## src/spatz_params.svh

```systemverilog
/*
 * Sizing macros for the vector coprocessor: register file geometry,
 * element width, tag width, result queue depth and memory addressing
 */
`ifndef SPATZ_PARAMS_SVH
`define SPATZ_PARAMS_SVH

// Register file geometry, VLEN must be a power of two
`define SPATZ_NR_VREGS 8
`define SPATZ_VLEN 4
`define SPATZ_ELEN 16

// Tags wrap at 2**TAG_W, queue depth is a power of two
`define SPATZ_TAG_W 4
`define SPATZ_RESULT_DEPTH 4

// Memory is addressed per element
`define SPATZ_ADDR_W 8

`endif

```

## src/spatz_pkg.sv

```systemverilog
/*
 * Shared types of the vector coprocessor: operation codes, register
 * addresses, elements, whole vectors, byte enables, tags, addresses
 */
`include "spatz_params.svh"

package spatz_pkg;

  // Operation code on the issue and request buses
  typedef enum logic [1:0] {
    VADD   = 2'd0,
    VMUL   = 2'd1,
    VLOAD  = 2'd2,
    VSTORE = 2'd3
  } op_e;

  // Register index
  typedef logic [$clog2(`SPATZ_NR_VREGS)-1:0] vreg_addr_t;

  // One element and one whole register
  typedef logic [`SPATZ_ELEN-1:0] elem_t;
  typedef elem_t [`SPATZ_VLEN-1:0] vreg_data_t;

  // One write enable per element
  typedef logic [`SPATZ_VLEN-1:0] vreg_be_t;

  typedef logic [`SPATZ_TAG_W-1:0] tag_t;
  typedef logic [`SPATZ_ADDR_W-1:0] addr_t;

endpackage

```

## src/spatz.sv

```systemverilog
`timescale 1ns/1ns
`include "spatz_params.svh"

/*
 * Coprocessor top: controller, register file, functional unit
 * and load/store unit
 */
module spatz (
  input  logic                  clk_i,
  input  logic                  rst_i,
  // Issue
  input  logic                  x_issue_valid_i,
  output logic                  x_issue_ready_o,
  input  spatz_pkg::op_e        x_issue_op_i,
  input  spatz_pkg::vreg_addr_t x_issue_vd_i,
  input  spatz_pkg::vreg_addr_t x_issue_vs1_i,
  input  spatz_pkg::vreg_addr_t x_issue_vs2_i,
  input  spatz_pkg::addr_t      x_issue_addr_i,
  // Result
  output logic                  x_result_valid_o,
  input  logic                  x_result_ready_i,
  output spatz_pkg::tag_t       x_result_tag_o,
  // Memory
  output logic                  x_mem_valid_o,
  input  logic                  x_mem_ready_i,
  output spatz_pkg::addr_t      x_mem_addr_o,
  output logic                  x_mem_we_o,
  output spatz_pkg::elem_t      x_mem_wdata_o,
  input  logic                  x_mem_result_valid_i,
  input  spatz_pkg::elem_t      x_mem_result_i,
  output logic                  x_mem_finished_o
);
  import spatz_pkg::*;

  // Request bus
  logic       req_valid;
  op_e        req_op;
  vreg_addr_t req_vd;
  vreg_addr_t req_vs1;
  vreg_addr_t req_vs2;
  addr_t      req_addr;
  tag_t       req_tag;

  logic       vfu_req_ready;
  logic       vfu_rsp_valid;
  tag_t       vfu_rsp_tag;
  vreg_addr_t vfu_rsp_vd;
  logic       vlsu_req_ready;
  logic       vlsu_rsp_valid;
  tag_t       vlsu_rsp_tag;
  vreg_addr_t vlsu_rsp_vd;

  // Write port 0 and read ports 0..1 belong to the VFU
  vreg_addr_t [1:0] vrf_waddr;
  vreg_data_t [1:0] vrf_wdata;
  vreg_be_t   [1:0] vrf_wbe;
  vreg_addr_t [2:0] vrf_raddr;
  logic       [2:0] vrf_re;
  vreg_data_t [2:0] vrf_rdata;

  spatz_controller i_controller (
    .clk_i           (clk_i),
    .rst_i           (rst_i),
    .x_issue_valid_i (x_issue_valid_i),
    .x_issue_ready_o (x_issue_ready_o),
    .x_issue_op_i    (x_issue_op_i),
    .x_issue_vd_i    (x_issue_vd_i),
    .x_issue_vs1_i   (x_issue_vs1_i),
    .x_issue_vs2_i   (x_issue_vs2_i),
    .x_issue_addr_i  (x_issue_addr_i),
    .x_result_valid_o(x_result_valid_o),
    .x_result_ready_i(x_result_ready_i),
    .x_result_tag_o  (x_result_tag_o),
    .req_valid_o     (req_valid),
    .req_op_o        (req_op),
    .req_vd_o        (req_vd),
    .req_vs1_o       (req_vs1),
    .req_vs2_o       (req_vs2),
    .req_addr_o      (req_addr),
    .req_tag_o       (req_tag),
    .vfu_req_ready_i (vfu_req_ready),
    .vlsu_req_ready_i(vlsu_req_ready),
    .vfu_rsp_valid_i (vfu_rsp_valid),
    .vfu_rsp_tag_i   (vfu_rsp_tag),
    .vfu_rsp_vd_i    (vfu_rsp_vd),
    .vlsu_rsp_valid_i(vlsu_rsp_valid),
    .vlsu_rsp_tag_i  (vlsu_rsp_tag),
    .vlsu_rsp_vd_i   (vlsu_rsp_vd)
  );

  spatz_vrf #(
    .NR_WRITE_PORTS(2),
    .NR_READ_PORTS (3)
  ) i_vrf (
    .clk_i  (clk_i),
    .rst_i  (rst_i),
    .waddr_i(vrf_waddr),
    .wdata_i(vrf_wdata),
    .wbe_i  (vrf_wbe),
    .raddr_i(vrf_raddr),
    .re_i   (vrf_re),
    .rdata_o(vrf_rdata)
  );

  spatz_vfu i_vfu (
    .clk_i      (clk_i),
    .rst_i      (rst_i),
    .req_valid_i(req_valid),
    .req_op_i   (req_op),
    .req_vd_i   (req_vd),
    .req_vs1_i  (req_vs1),
    .req_vs2_i  (req_vs2),
    .req_tag_i  (req_tag),
    .req_ready_o(vfu_req_ready),
    .rsp_valid_o(vfu_rsp_valid),
    .rsp_tag_o  (vfu_rsp_tag),
    .rsp_vd_o   (vfu_rsp_vd),
    .vrf_waddr_o(vrf_waddr[0]),
    .vrf_wdata_o(vrf_wdata[0]),
    .vrf_wbe_o  (vrf_wbe[0]),
    .vrf_raddr_o(vrf_raddr[1:0]),
    .vrf_re_o   (vrf_re[1:0]),
    .vrf_rdata_i(vrf_rdata[1:0])
  );

  spatz_vlsu i_vlsu (
    .clk_i               (clk_i),
    .rst_i               (rst_i),
    .req_valid_i         (req_valid),
    .req_op_i            (req_op),
    .req_vd_i            (req_vd),
    .req_addr_i          (req_addr),
    .req_tag_i           (req_tag),
    .req_ready_o         (vlsu_req_ready),
    .rsp_valid_o         (vlsu_rsp_valid),
    .rsp_tag_o           (vlsu_rsp_tag),
    .rsp_vd_o            (vlsu_rsp_vd),
    .vrf_waddr_o         (vrf_waddr[1]),
    .vrf_wdata_o         (vrf_wdata[1]),
    .vrf_wbe_o           (vrf_wbe[1]),
    .vrf_raddr_o         (vrf_raddr[2]),
    .vrf_re_o            (vrf_re[2]),
    .vrf_rdata_i         (vrf_rdata[2]),
    .x_mem_valid_o       (x_mem_valid_o),
    .x_mem_ready_i       (x_mem_ready_i),
    .x_mem_addr_o        (x_mem_addr_o),
    .x_mem_we_o          (x_mem_we_o),
    .x_mem_wdata_o       (x_mem_wdata_o),
    .x_mem_result_valid_i(x_mem_result_valid_i),
    .x_mem_result_i      (x_mem_result_i),
    .x_mem_finished_o    (x_mem_finished_o)
  );

  ////////////////////
  // Elaboration checks
  ////////////////////

  if (`SPATZ_VLEN != 2 ** $clog2(`SPATZ_VLEN)) begin : g_vlen_check
    $error("Elements per vector must be a power of two");
  end

  if (`SPATZ_ELEN > 32) begin : g_elen_check
    $error("Element width must not exceed 32 bits");
  end

endmodule

```

## src/spatz_controller.sv

```systemverilog
`timescale 1ns/1ns
`include "spatz_params.svh"

/*
 * Issue stage: decode, register scoreboard, tag counter,
 * request slot towards the units and ordered completion queue
 */
module spatz_controller (
  input  logic                  clk_i,
  input  logic                  rst_i,
  // Issue
  input  logic                  x_issue_valid_i,
  output logic                  x_issue_ready_o,
  input  spatz_pkg::op_e        x_issue_op_i,
  input  spatz_pkg::vreg_addr_t x_issue_vd_i,
  input  spatz_pkg::vreg_addr_t x_issue_vs1_i,
  input  spatz_pkg::vreg_addr_t x_issue_vs2_i,
  input  spatz_pkg::addr_t      x_issue_addr_i,
  // Result
  output logic                  x_result_valid_o,
  input  logic                  x_result_ready_i,
  output spatz_pkg::tag_t       x_result_tag_o,
  // Shared request bus
  output logic                  req_valid_o,
  output spatz_pkg::op_e        req_op_o,
  output spatz_pkg::vreg_addr_t req_vd_o,
  output spatz_pkg::vreg_addr_t req_vs1_o,
  output spatz_pkg::vreg_addr_t req_vs2_o,
  output spatz_pkg::addr_t      req_addr_o,
  output spatz_pkg::tag_t       req_tag_o,
  // Unit handshakes and completions
  input  logic                  vfu_req_ready_i,
  input  logic                  vlsu_req_ready_i,
  input  logic                  vfu_rsp_valid_i,
  input  spatz_pkg::tag_t       vfu_rsp_tag_i,
  input  spatz_pkg::vreg_addr_t vfu_rsp_vd_i,
  input  logic                  vlsu_rsp_valid_i,
  input  spatz_pkg::tag_t       vlsu_rsp_tag_i,
  input  spatz_pkg::vreg_addr_t vlsu_rsp_vd_i
);
  import spatz_pkg::*;

  localparam int DEPTH = `SPATZ_RESULT_DEPTH;
  localparam int PTR_W = $clog2(DEPTH);
  localparam int CNT_W = $clog2(DEPTH + 1);

  logic [`SPATZ_NR_VREGS-1:0] pend_q;
  logic [`SPATZ_NR_VREGS-1:0] pend_d;
  tag_t                       tag_q;
  logic                       uses_vs;
  logic                       hazard;
  logic                       issue_fire;
  logic                       lsu_op;
  logic                       req_accept;
  logic [1:0]                 n_done;
  logic                       pop;
  logic [CNT_W-1:0]           inflight_q;
  logic [CNT_W-1:0]           cnt_q;
  logic [CNT_W:0]             occupancy;
  tag_t                       queue_q [DEPTH];
  logic [PTR_W-1:0]           wr_ptr_q;
  logic [PTR_W-1:0]           rd_ptr_q;
  logic [PTR_W-1:0]           vlsu_slot;

  ////////////////////
  // Decode and stall
  ////////////////////

  // Stores read the register in the vd field, so vd is always checked
  assign uses_vs   = (x_issue_op_i == VADD) || (x_issue_op_i == VMUL);
  assign hazard    = pend_q[x_issue_vd_i] ||
                     (uses_vs && (pend_q[x_issue_vs1_i] || pend_q[x_issue_vs2_i]));
  assign occupancy = {1'b0, cnt_q} + {1'b0, inflight_q};

  assign x_issue_ready_o = !req_valid_o && !hazard && (occupancy < (CNT_W+1)'(DEPTH));
  assign issue_fire      = x_issue_valid_i && x_issue_ready_o;

  assign lsu_op     = (req_op_o == VLOAD) || (req_op_o == VSTORE);
  assign req_accept = req_valid_o && (lsu_op ? vlsu_req_ready_i : vfu_req_ready_i);

  always_ff @(posedge clk_i) begin
    if (rst_i) begin
      req_valid_o <= 1'b0;
      tag_q       <= '0;
    end else if (issue_fire) begin
      req_valid_o <= 1'b1;
      tag_q       <= tag_q + 1'b1;
    end else if (req_accept) begin
      req_valid_o <= 1'b0;
    end
  end

  // Request payload
  always_ff @(posedge clk_i) begin
    if (issue_fire) begin
      req_op_o   <= x_issue_op_i;
      req_vd_o   <= x_issue_vd_i;
      req_vs1_o  <= x_issue_vs1_i;
      req_vs2_o  <= x_issue_vs2_i;
      req_addr_o <= x_issue_addr_i;
      req_tag_o  <= tag_q;
    end
  end

  // Pending writes are set at issue and cleared by completion
  always_comb begin
    pend_d = pend_q;
    if (vfu_rsp_valid_i) begin
      pend_d[vfu_rsp_vd_i] = 1'b0;
    end
    if (vlsu_rsp_valid_i) begin
      pend_d[vlsu_rsp_vd_i] = 1'b0;
    end
    if (issue_fire) begin
      pend_d[x_issue_vd_i] = 1'b1;
    end
  end

  ////////////////////
  // Completion queue
  ////////////////////

  assign n_done    = {1'b0, vfu_rsp_valid_i} + {1'b0, vlsu_rsp_valid_i};
  assign pop       = x_result_valid_o && x_result_ready_i;
  // VFU goes first when both finish together
  assign vlsu_slot = wr_ptr_q + PTR_W'(vfu_rsp_valid_i);

  assign x_result_valid_o = (cnt_q != '0);
  assign x_result_tag_o   = queue_q[rd_ptr_q];

  always_ff @(posedge clk_i) begin
    if (rst_i) begin
      pend_q     <= '0;
      inflight_q <= '0;
      cnt_q      <= '0;
      wr_ptr_q   <= '0;
      rd_ptr_q   <= '0;
    end else begin
      pend_q     <= pend_d;
      inflight_q <= inflight_q + CNT_W'(issue_fire) - CNT_W'(n_done);
      cnt_q      <= cnt_q + CNT_W'(n_done) - CNT_W'(pop);
      wr_ptr_q   <= wr_ptr_q + PTR_W'(n_done);
      rd_ptr_q   <= rd_ptr_q + PTR_W'(pop);
    end
  end

  always_ff @(posedge clk_i) begin
    if (vfu_rsp_valid_i) begin
      queue_q[wr_ptr_q] <= vfu_rsp_tag_i;
    end
    if (vlsu_rsp_valid_i) begin
      queue_q[vlsu_slot] <= vlsu_rsp_tag_i;
    end
  end

  // A waiting request keeps its destination reserved
  a_req_dest_pending: assert property (@(posedge clk_i) disable iff (rst_i)
    req_valid_o |-> pend_q[req_vd_o]);

  // Units only complete what was issued to them
  a_rsp_was_pending: assert property (@(posedge clk_i) disable iff (rst_i)
    (vfu_rsp_valid_i |-> pend_q[vfu_rsp_vd_i]) and
    (vlsu_rsp_valid_i |-> pend_q[vlsu_rsp_vd_i]));

endmodule

```

## src/spatz_vfu.sv

```systemverilog
`timescale 1ns/1ns
`include "spatz_params.svh"

/*
 * Functional unit: element-wise add and multiply,
 * one instruction at a time
 */
module spatz_vfu (
  input  logic                        clk_i,
  input  logic                        rst_i,
  // Request
  input  logic                        req_valid_i,
  input  spatz_pkg::op_e              req_op_i,
  input  spatz_pkg::vreg_addr_t       req_vd_i,
  input  spatz_pkg::vreg_addr_t       req_vs1_i,
  input  spatz_pkg::vreg_addr_t       req_vs2_i,
  input  spatz_pkg::tag_t             req_tag_i,
  output logic                        req_ready_o,
  // Completion
  output logic                        rsp_valid_o,
  output spatz_pkg::tag_t             rsp_tag_o,
  output spatz_pkg::vreg_addr_t       rsp_vd_o,
  // Register file
  output spatz_pkg::vreg_addr_t       vrf_waddr_o,
  output spatz_pkg::vreg_data_t       vrf_wdata_o,
  output spatz_pkg::vreg_be_t         vrf_wbe_o,
  output spatz_pkg::vreg_addr_t [1:0] vrf_raddr_o,
  output logic                  [1:0] vrf_re_o,
  input  spatz_pkg::vreg_data_t [1:0] vrf_rdata_i
);
  import spatz_pkg::*;

  typedef enum logic [1:0] {IDLE, READ, WRITE} state_e;

  state_e     state_q;
  logic       accept;
  op_e        op_q;
  vreg_addr_t vd_q;
  vreg_addr_t vs1_q;
  vreg_addr_t vs2_q;
  tag_t       tag_q;

  assign req_ready_o = (state_q == IDLE);
  assign accept      = req_valid_i && req_ready_o &&
                       ((req_op_i == VADD) || (req_op_i == VMUL));

  always_ff @(posedge clk_i) begin
    if (rst_i) begin
      state_q <= IDLE;
    end else begin
      case (state_q)
        IDLE:    if (accept) state_q <= READ;
        READ:    state_q <= WRITE;
        default: state_q <= IDLE;
      endcase
    end
  end

  always_ff @(posedge clk_i) begin
    if (accept) begin
      op_q  <= req_op_i;
      vd_q  <= req_vd_i;
      vs1_q <= req_vs1_i;
      vs2_q <= req_vs2_i;
      tag_q <= req_tag_i;
    end
  end

  // Both sources are read together
  assign vrf_re_o    = {2{state_q == READ}};
  assign vrf_raddr_o = {vs2_q, vs1_q};

  // Results wrap to the element width
  always_comb begin
    for (int i = 0; i < `SPATZ_VLEN; i++) begin
      if (op_q == VMUL) begin
        vrf_wdata_o[i] = vrf_rdata_i[0][i] * vrf_rdata_i[1][i];
      end else begin
        vrf_wdata_o[i] = vrf_rdata_i[0][i] + vrf_rdata_i[1][i];
      end
    end
  end

  assign vrf_waddr_o = vd_q;
  assign vrf_wbe_o   = (state_q == WRITE) ? '1 : '0;
  assign rsp_valid_o = (state_q == WRITE);
  assign rsp_tag_o   = tag_q;
  assign rsp_vd_o    = vd_q;

endmodule

```

## src/spatz_vlsu.sv

```systemverilog
`timescale 1ns/1ns
`include "spatz_params.svh"

/*
 * Load/store unit: moves whole vectors one element at a time
 * over a single memory port
 */
module spatz_vlsu (
  input  logic                  clk_i,
  input  logic                  rst_i,
  // Request
  input  logic                  req_valid_i,
  input  spatz_pkg::op_e        req_op_i,
  input  spatz_pkg::vreg_addr_t req_vd_i,
  input  spatz_pkg::addr_t      req_addr_i,
  input  spatz_pkg::tag_t       req_tag_i,
  output logic                  req_ready_o,
  // Completion
  output logic                  rsp_valid_o,
  output spatz_pkg::tag_t       rsp_tag_o,
  output spatz_pkg::vreg_addr_t rsp_vd_o,
  // Register file
  output spatz_pkg::vreg_addr_t vrf_waddr_o,
  output spatz_pkg::vreg_data_t vrf_wdata_o,
  output spatz_pkg::vreg_be_t   vrf_wbe_o,
  output spatz_pkg::vreg_addr_t vrf_raddr_o,
  output logic                  vrf_re_o,
  input  spatz_pkg::vreg_data_t vrf_rdata_i,
  // Memory
  output logic                  x_mem_valid_o,
  input  logic                  x_mem_ready_i,
  output spatz_pkg::addr_t      x_mem_addr_o,
  output logic                  x_mem_we_o,
  output spatz_pkg::elem_t      x_mem_wdata_o,
  input  logic                  x_mem_result_valid_i,
  input  spatz_pkg::elem_t      x_mem_result_i,
  output logic                  x_mem_finished_o
);
  import spatz_pkg::*;

  localparam int VLEN  = `SPATZ_VLEN;
  localparam int IDX_W = $clog2(VLEN);
  localparam int CNT_W = IDX_W + 1;

  typedef enum logic [2:0] {IDLE, LOAD, ST_READ, STORE, DONE} state_e;

  state_e           state_q;
  logic             accept;
  logic             req_left;
  logic             mem_fire;
  logic [CNT_W-1:0] req_cnt_q;
  logic [CNT_W-1:0] res_cnt_q;
  logic             is_load_q;
  vreg_addr_t       vd_q;
  addr_t            base_q;
  tag_t             tag_q;
  vreg_data_t       vec_q;

  assign req_ready_o = (state_q == IDLE);
  assign accept      = req_valid_i && req_ready_o &&
                       ((req_op_i == VLOAD) || (req_op_i == VSTORE));

  ////////////////////
  // Memory requests
  ////////////////////

  assign req_left      = (req_cnt_q != CNT_W'(VLEN));
  assign x_mem_valid_o = ((state_q == LOAD) || (state_q == STORE)) && req_left;
  assign mem_fire      = x_mem_valid_o && x_mem_ready_i;
  assign x_mem_addr_o  = base_q + addr_t'(req_cnt_q);
  assign x_mem_we_o    = (state_q == STORE);
  // Source vector stays on the read port for the whole store
  assign x_mem_wdata_o = vrf_rdata_i[req_cnt_q[IDX_W-1:0]];

  always_ff @(posedge clk_i) begin
    if (rst_i) begin
      state_q   <= IDLE;
      req_cnt_q <= '0;
      res_cnt_q <= '0;
    end else begin
      case (state_q)
        IDLE: begin
          if (accept) begin
            state_q   <= (req_op_i == VLOAD) ? LOAD : ST_READ;
            req_cnt_q <= '0;
            res_cnt_q <= '0;
          end
        end
        LOAD: begin
          if (mem_fire) begin
            req_cnt_q <= req_cnt_q + 1'b1;
          end
          if (x_mem_result_valid_i) begin
            res_cnt_q <= res_cnt_q + 1'b1;
            if (res_cnt_q == CNT_W'(VLEN - 1)) state_q <= DONE;
          end
        end
        ST_READ: state_q <= STORE;
        STORE: begin
          if (mem_fire) begin
            req_cnt_q <= req_cnt_q + 1'b1;
            if (req_cnt_q == CNT_W'(VLEN - 1)) state_q <= DONE;
          end
        end
        default: state_q <= IDLE;
      endcase
    end
  end

  // Instruction fields and load assembly
  always_ff @(posedge clk_i) begin
    if (accept) begin
      is_load_q <= (req_op_i == VLOAD);
      vd_q      <= req_vd_i;
      base_q    <= req_addr_i;
      tag_q     <= req_tag_i;
    end
    if ((state_q == LOAD) && x_mem_result_valid_i) begin
      vec_q[res_cnt_q[IDX_W-1:0]] <= x_mem_result_i;
    end
  end

  ////////////////////
  // Register file and completion
  ////////////////////

  // Stores take their data from the register in the vd field
  assign vrf_re_o    = (state_q == ST_READ);
  assign vrf_raddr_o = vd_q;

  assign vrf_waddr_o      = vd_q;
  assign vrf_wdata_o      = vec_q;
  assign vrf_wbe_o        = ((state_q == DONE) && is_load_q) ? '1 : '0;
  assign rsp_valid_o      = (state_q == DONE);
  assign rsp_tag_o        = tag_q;
  assign rsp_vd_o         = vd_q;
  assign x_mem_finished_o = (state_q == DONE);

  a_result_expected: assert property (@(posedge clk_i) disable iff (rst_i)
    x_mem_result_valid_i |-> (state_q == LOAD) && (res_cnt_q < req_cnt_q));

endmodule

```

## src/spatz_vrf.sv

```systemverilog
`timescale 1ns/1ns
`include "spatz_params.svh"

/*
 * Vector register file with per-element write enables
 * and registered read ports
 */
module spatz_vrf #(
  parameter int NR_WRITE_PORTS = 2,
  parameter int NR_READ_PORTS  = 3
) (
  input  logic                                      clk_i,
  input  logic                                      rst_i,
  // Write ports
  input  spatz_pkg::vreg_addr_t [NR_WRITE_PORTS-1:0] waddr_i,
  input  spatz_pkg::vreg_data_t [NR_WRITE_PORTS-1:0] wdata_i,
  input  spatz_pkg::vreg_be_t   [NR_WRITE_PORTS-1:0] wbe_i,
  // Read ports
  input  spatz_pkg::vreg_addr_t [NR_READ_PORTS-1:0]  raddr_i,
  input  logic                  [NR_READ_PORTS-1:0]  re_i,
  output spatz_pkg::vreg_data_t [NR_READ_PORTS-1:0]  rdata_o
);
  import spatz_pkg::*;

  vreg_data_t mem_q [`SPATZ_NR_VREGS];

  // Element-wise writes, the scoreboard keeps ports apart
  always_ff @(posedge clk_i) begin
    for (int w = 0; w < NR_WRITE_PORTS; w++) begin
      for (int e = 0; e < `SPATZ_VLEN; e++) begin
        if (wbe_i[w][e]) begin
          mem_q[waddr_i[w]][e] <= wdata_i[w][e];
        end
      end
    end
  end

  // Read data holds until the next read on the same port
  always_ff @(posedge clk_i) begin
    for (int r = 0; r < NR_READ_PORTS; r++) begin
      if (re_i[r]) begin
        rdata_o[r] <= mem_q[raddr_i[r]];
      end
    end
  end

  a_no_write_clash: assert property (@(posedge clk_i) disable iff (rst_i)
    ((|wbe_i[0]) && (|wbe_i[1])) |-> (waddr_i[0] != waddr_i[1]));

endmodule

```

## config.mk

```make
export PLATFORM = sky130hd
export DESIGN_NAME = spatz
export DESIGN_NICKNAME = d
export VERILOG_FILES = /design/src/spatz_pkg.sv /design/src/spatz.sv /design/src/spatz_controller.sv /design/src/spatz_vfu.sv /design/src/spatz_vlsu.sv /design/src/spatz_vrf.sv
export VERILOG_INCLUDE_DIRS = /design/src
export SDC_FILE = /design/constraint.sdc
export NUM_CORES = 2
export LEC_CHECK = 0
export BUFFER_PORTS_ARGS = -buffer_cell sky130_fd_sc_hd__buf_2
export CAP_MARGIN = 10
export CORE_MARGIN = 3
export CORE_UTILIZATION = 30
export CTS_BUF_LIST = sky130_fd_sc_hd__clkbuf_16
export DETAILED_ROUTE_END_ITERATION = 10
export PLACE_DENSITY = 0.45
export SKIP_CTS_REPAIR_TIMING = 1
export SKIP_LAST_GASP = 1
export SYNTH_ARGS = -nofsm -noshare
export SYNTH_HDL_FRONTEND = slang
export SYNTH_SLANG_ARGS = --single-unit
```

## constraint.sdc

```tcl
create_clock -name clk_i -period 10.1 [get_ports clk_i]
set_clock_uncertainty 0.05 [all_clocks]
set_input_delay 1.01 -clock clk_i [delete_from_list [all_inputs] [get_ports clk_i]]
set_output_delay 1.01 -clock clk_i [all_outputs]
set_load 0.02 [all_outputs]
```

==> flow_metrics.py <==
metrics = {
    "grt": {
        "grt_overflow": 0,
        "track_usage_pct": 20.7,
        "antenna_found_initial": 18,
        "grt_pass1_vias": 46000,
        "grt_max_degree": 129,
        "grt_pass1_wl_um": 329000,
    },
    "worst_setup_path": {
        "cp-start-kind": "register",
        "critical_path.cell_chain": "nand2_1 > fa_1 > fa_1 > fa_1 > fa_1 > inv_1 > fa_1 > inv_1 > fa_1 > inv_1 > ha_1 > nand3_1 > a211oi_1 > o31ai_1 > xnor2_1 > nor2_1 > a211oi_1",
        "required_ns": 10.58,
        "worstSetupPathType": "register to register",
        "endpoint_kind": "register",
        "crit_fanout": 16,
        "max_stage_delay_ns": 0.91,
        "timing.critical_path.mode_cell": "fa_1",
        "cp_slowest_cell": "edfxtp_1",
        "cp.arrival_ns": 7.15,
    },
    "finish": {
        "final_nets": 6071,
        "drive_above_1_share_pct": 16.1,
        "synthToLayoutAreaGrowth_pct": 10.7,
        "n_fill_cell": 20800,
        "final_common_cell": "edfxtp_1",
        "final_cell_mix": "edfxtp_1, inv_1, nand2_1",
    },
    "route": {
        "drcViolationCount": 0,
        "drt.antenna.violating_nets": 0,
        "drt_iter0_drc": 4659,
        "firstDrtPassIters": 6,
        "routedWlPerCell_um": 27.4,
        "routed_wl_um": 228000,
        "num_vias": 45100,
        "avgViaCountPerCell": 5.43,
    },
    "timing": {
        "period_needed_ns": 6.67,
        "worst_pin_slew_ns": 1.14,
        "rsz0062_at_grt": "false",
        "finalHoldViolCount": 0,
        "slew_headroom_pct": 24.1,
        "fin_crit_sh_pct": 66.1,
        "slew_violations": 0,
        "setup_viol": 0,
        "setup_tns_ns": 0,
        "worst_slack_ns": 3.43,
        "fmax_ghz": 0.150,
    },
    "cts": {
        "clockBufferDepth": 3,
        "cts.sinks": 872,
        "cts_tree": "built",
        "cts.clk_slew.worst_paths_ns": 0.06,
        "clock_latency_ns": 0.73,
        "clock_tree.root_cell": "clkbuf_16",
        "cts_buffers": 102,
        "cts_max_level": 3,
    },
    "placement": {
        "place_ws_ns": 3.41,
        "port_buffers": 73,
        "dp_hpwl_um": 144000,
        "gp_congestion": 0.828,
    },
    "power_and_ir_drop": {
        "p_int_w": 0.0111,
        "power.switching_w": 0.00754,
        "p_leak_nw": 25.9,
        "power_frac_comb_pct": 52.1,
        "switching_share_pct": 40.4,
        "seqPwrFrac_pct": 26.8,
        "power_density_nw_per_um2": 267,
        "ir_worst_vdd_mv": 0.253,
        "power_w": 0.0187,
        "p_clk_share_pct": 21.1,
    },
    "hold_path": {
        "hold_path.class": "register to register",
    },
    "synthesis": {
        "synth_warnings": 0,
        "synthesis.nets": 6189,
        "synthCells": 5537,
        "synth.cell_area_um2": 63200,
        "synthFlopType": "edfxtp_1",
        "avgSynthCellArea_um2": 11.4,
        "synthDistinctLibCells": 85,
        "synth-seq-cells": 872,
        "synth_edf_count": 838,
        "async_flop_share_pct": 0,
        "ys_seq_area_share_pct": 40.9,
    },
    "job": {
        "drv_cap": 0,
    },
    "die": {
        "fp.dieW_um": 465,
        "io_pins": 74,
        "coreArea_um2": 208000,
        "die_y_um": 465,
        "die-area_um2": 216000,
        "start_util_pct": 30.3,
        "rows": 167,
    },
    "outcome": {
        "status": "completed",
    },
}
power by group through the flow:
stage / Sequential, W / Clock [W] / Combinational [W]
3_5_place_dp: 0.00509 / 0 / 0.00970
2_1_floorplan: 0.00494 / 0 / 0.00701
5_1_grt: 0.00503 / 0.00415 / 0.0108
4_1_cts: 0.00501 / 0.00401 / 0.00980
6_report: 0.00501 / 0.00394 / 0.00972
3_3_place_gp: 0.00508 / 0 / 0.00963
synth_stat cells, types with 9 or more instances:
library cell	instances	area, um2
nor3_1	38	190
xnor2_1	158	1380
edfxtp_1	838	25200
nand4_1	66	413
nand3_1	38	190
a21o_1	19	143
nor3b_1	9	67.6
dfxtp_1	34	681
a211oi_1	13	97.6
mux4_2	281	6330
mux2_2	230	2590
buf_2	14	70.1
ha_1	288	3600
a22oi_1	258	1940
or3_1	14	87.6
nor2_1	441	1660
o22ai_1	16	100
o21ai_1	35	175
a21oi_1	395	1980
clkbuf_1	226	848
fa_1	323	6470
o21ai_0	102	510
and2_1	263	1650
nand2b_1	21	131
mux2i_1	21	210
inv_1	504	1890
o31ai_1	21	158
buf_1	90	338
o21a_1	15	113
a31oi_1	31	194
nand2_1	501	1880
buf_4	9	67.6
clkbuf_2	24	120
xor2_1	40	350
nor2b_1	28	175
and3_1	16	100
o221ai_1	12	105
logic make-up (layout without fill, tap and decap cells):
logic type / after synthesis / in the layout / share of synthesized area, %
AND/OR/NAND/NOR: 1469 / 1469 / 10.8
AO/OA/AOI/OAI: 979 / 979 / 9.74
flip-flops: 872 / 872 / 40.9
buffers and inverters: 868 / 838 / 5.28
adder cells (fa/ha/maj): 611 / 611 / 15.9
multiplexers: 533 / 533 / 14.5
XOR/XNOR: 205 / 205 / 2.96
other: 0 / 14 / 0
critical path: cells and delay by family, from the launching register on:
family	cells	cell delay, ns
fa+ha+maj	7	3.46
flops	1	0.91
compound gates	3	0.81
xor+xnor	1	0.66
simple gates	3	0.42
buf+inv	3	0.16
layout make-up:
type                            instances  area (um2)  share of cell area (%)
Timing Repair Buffer                  141         938                    1.34
Inverter                              505        1900                    2.71
Sequential cell                       872       25800                    36.9
Multi-Input combinational cell       3797       34300                    48.9
Clock inverter                         90         970                    1.39
Antenna cell                           14        35.0                  0.0501
Tap cell                             2788        3490                    4.98
Clock buffer                          102        2550                    3.65
routing by layer:
metal | share of wire (%) | routed length (um) | global-route usage, %
met1 | 43 | 97700 | 28.2
met2 | 47 | 107000 | 34.2
met3 | 6.9 | 15600 | 2.61
met4 | 3.1 | 7150 | 6.52
met5 | 0.030 | 69 | 0
flip-flops by register name (all words and copies together) (netlist names), 4 cells and up:
name / flops
i_vrf.mem_q: 512
i_vrf.rdata_o: 192
i_vlsu.vrf_wdata_o: 64
i_controller.queue_q: 16
i_controller.pend_q: 8
i_controller.req_addr_o: 8
i_vlsu.base_q: 8
i_controller.req_tag_o: 4
i_controller.tag_q: 4
i_vfu.rsp_tag_o: 4
i_vlsu.rsp_tag_o: 4
metrics by stage:
step	std cells	hold WS (ns)	area, um2	util (%)
6_report	8309	0.366	70000	33.6
5_1_grt	8296	0.372	69900	33.6
4_1_cts	8295	0.357	69900	33.6
3_5_place_dp	8103	0.355	66400	31.9
3_3_place_gp	8103	0.351	66400	31.9
2_1_floorplan	5537	0.350	63200	-
final timing paths:
kind | startpoint | end | slack, ns | cells past startpoint
max | i_vrf.rdata_o[113]$_DFFE_PN_ | i_vrf.mem_q[5][62]$_DFFE_PP_ | 3.43 | 17
min | i_controller.req_addr_o[6]$_DFFE_PP_ | i_vlsu.base_q[6]$_DFFE_PP_ | 0.37 | 0
max reg2reg | i_vrf.rdata_o[113]$_DFFE_PN_ | i_vrf.mem_q[5][62]$_DFFE_PP_ | 3.43 | 17
min reg2reg | i_controller.req_addr_o[6]$_DFFE_PP_ | i_vlsu.base_q[6]$_DFFE_PP_ | 0.37 | 0
Power figures use the tool's default switching activity.
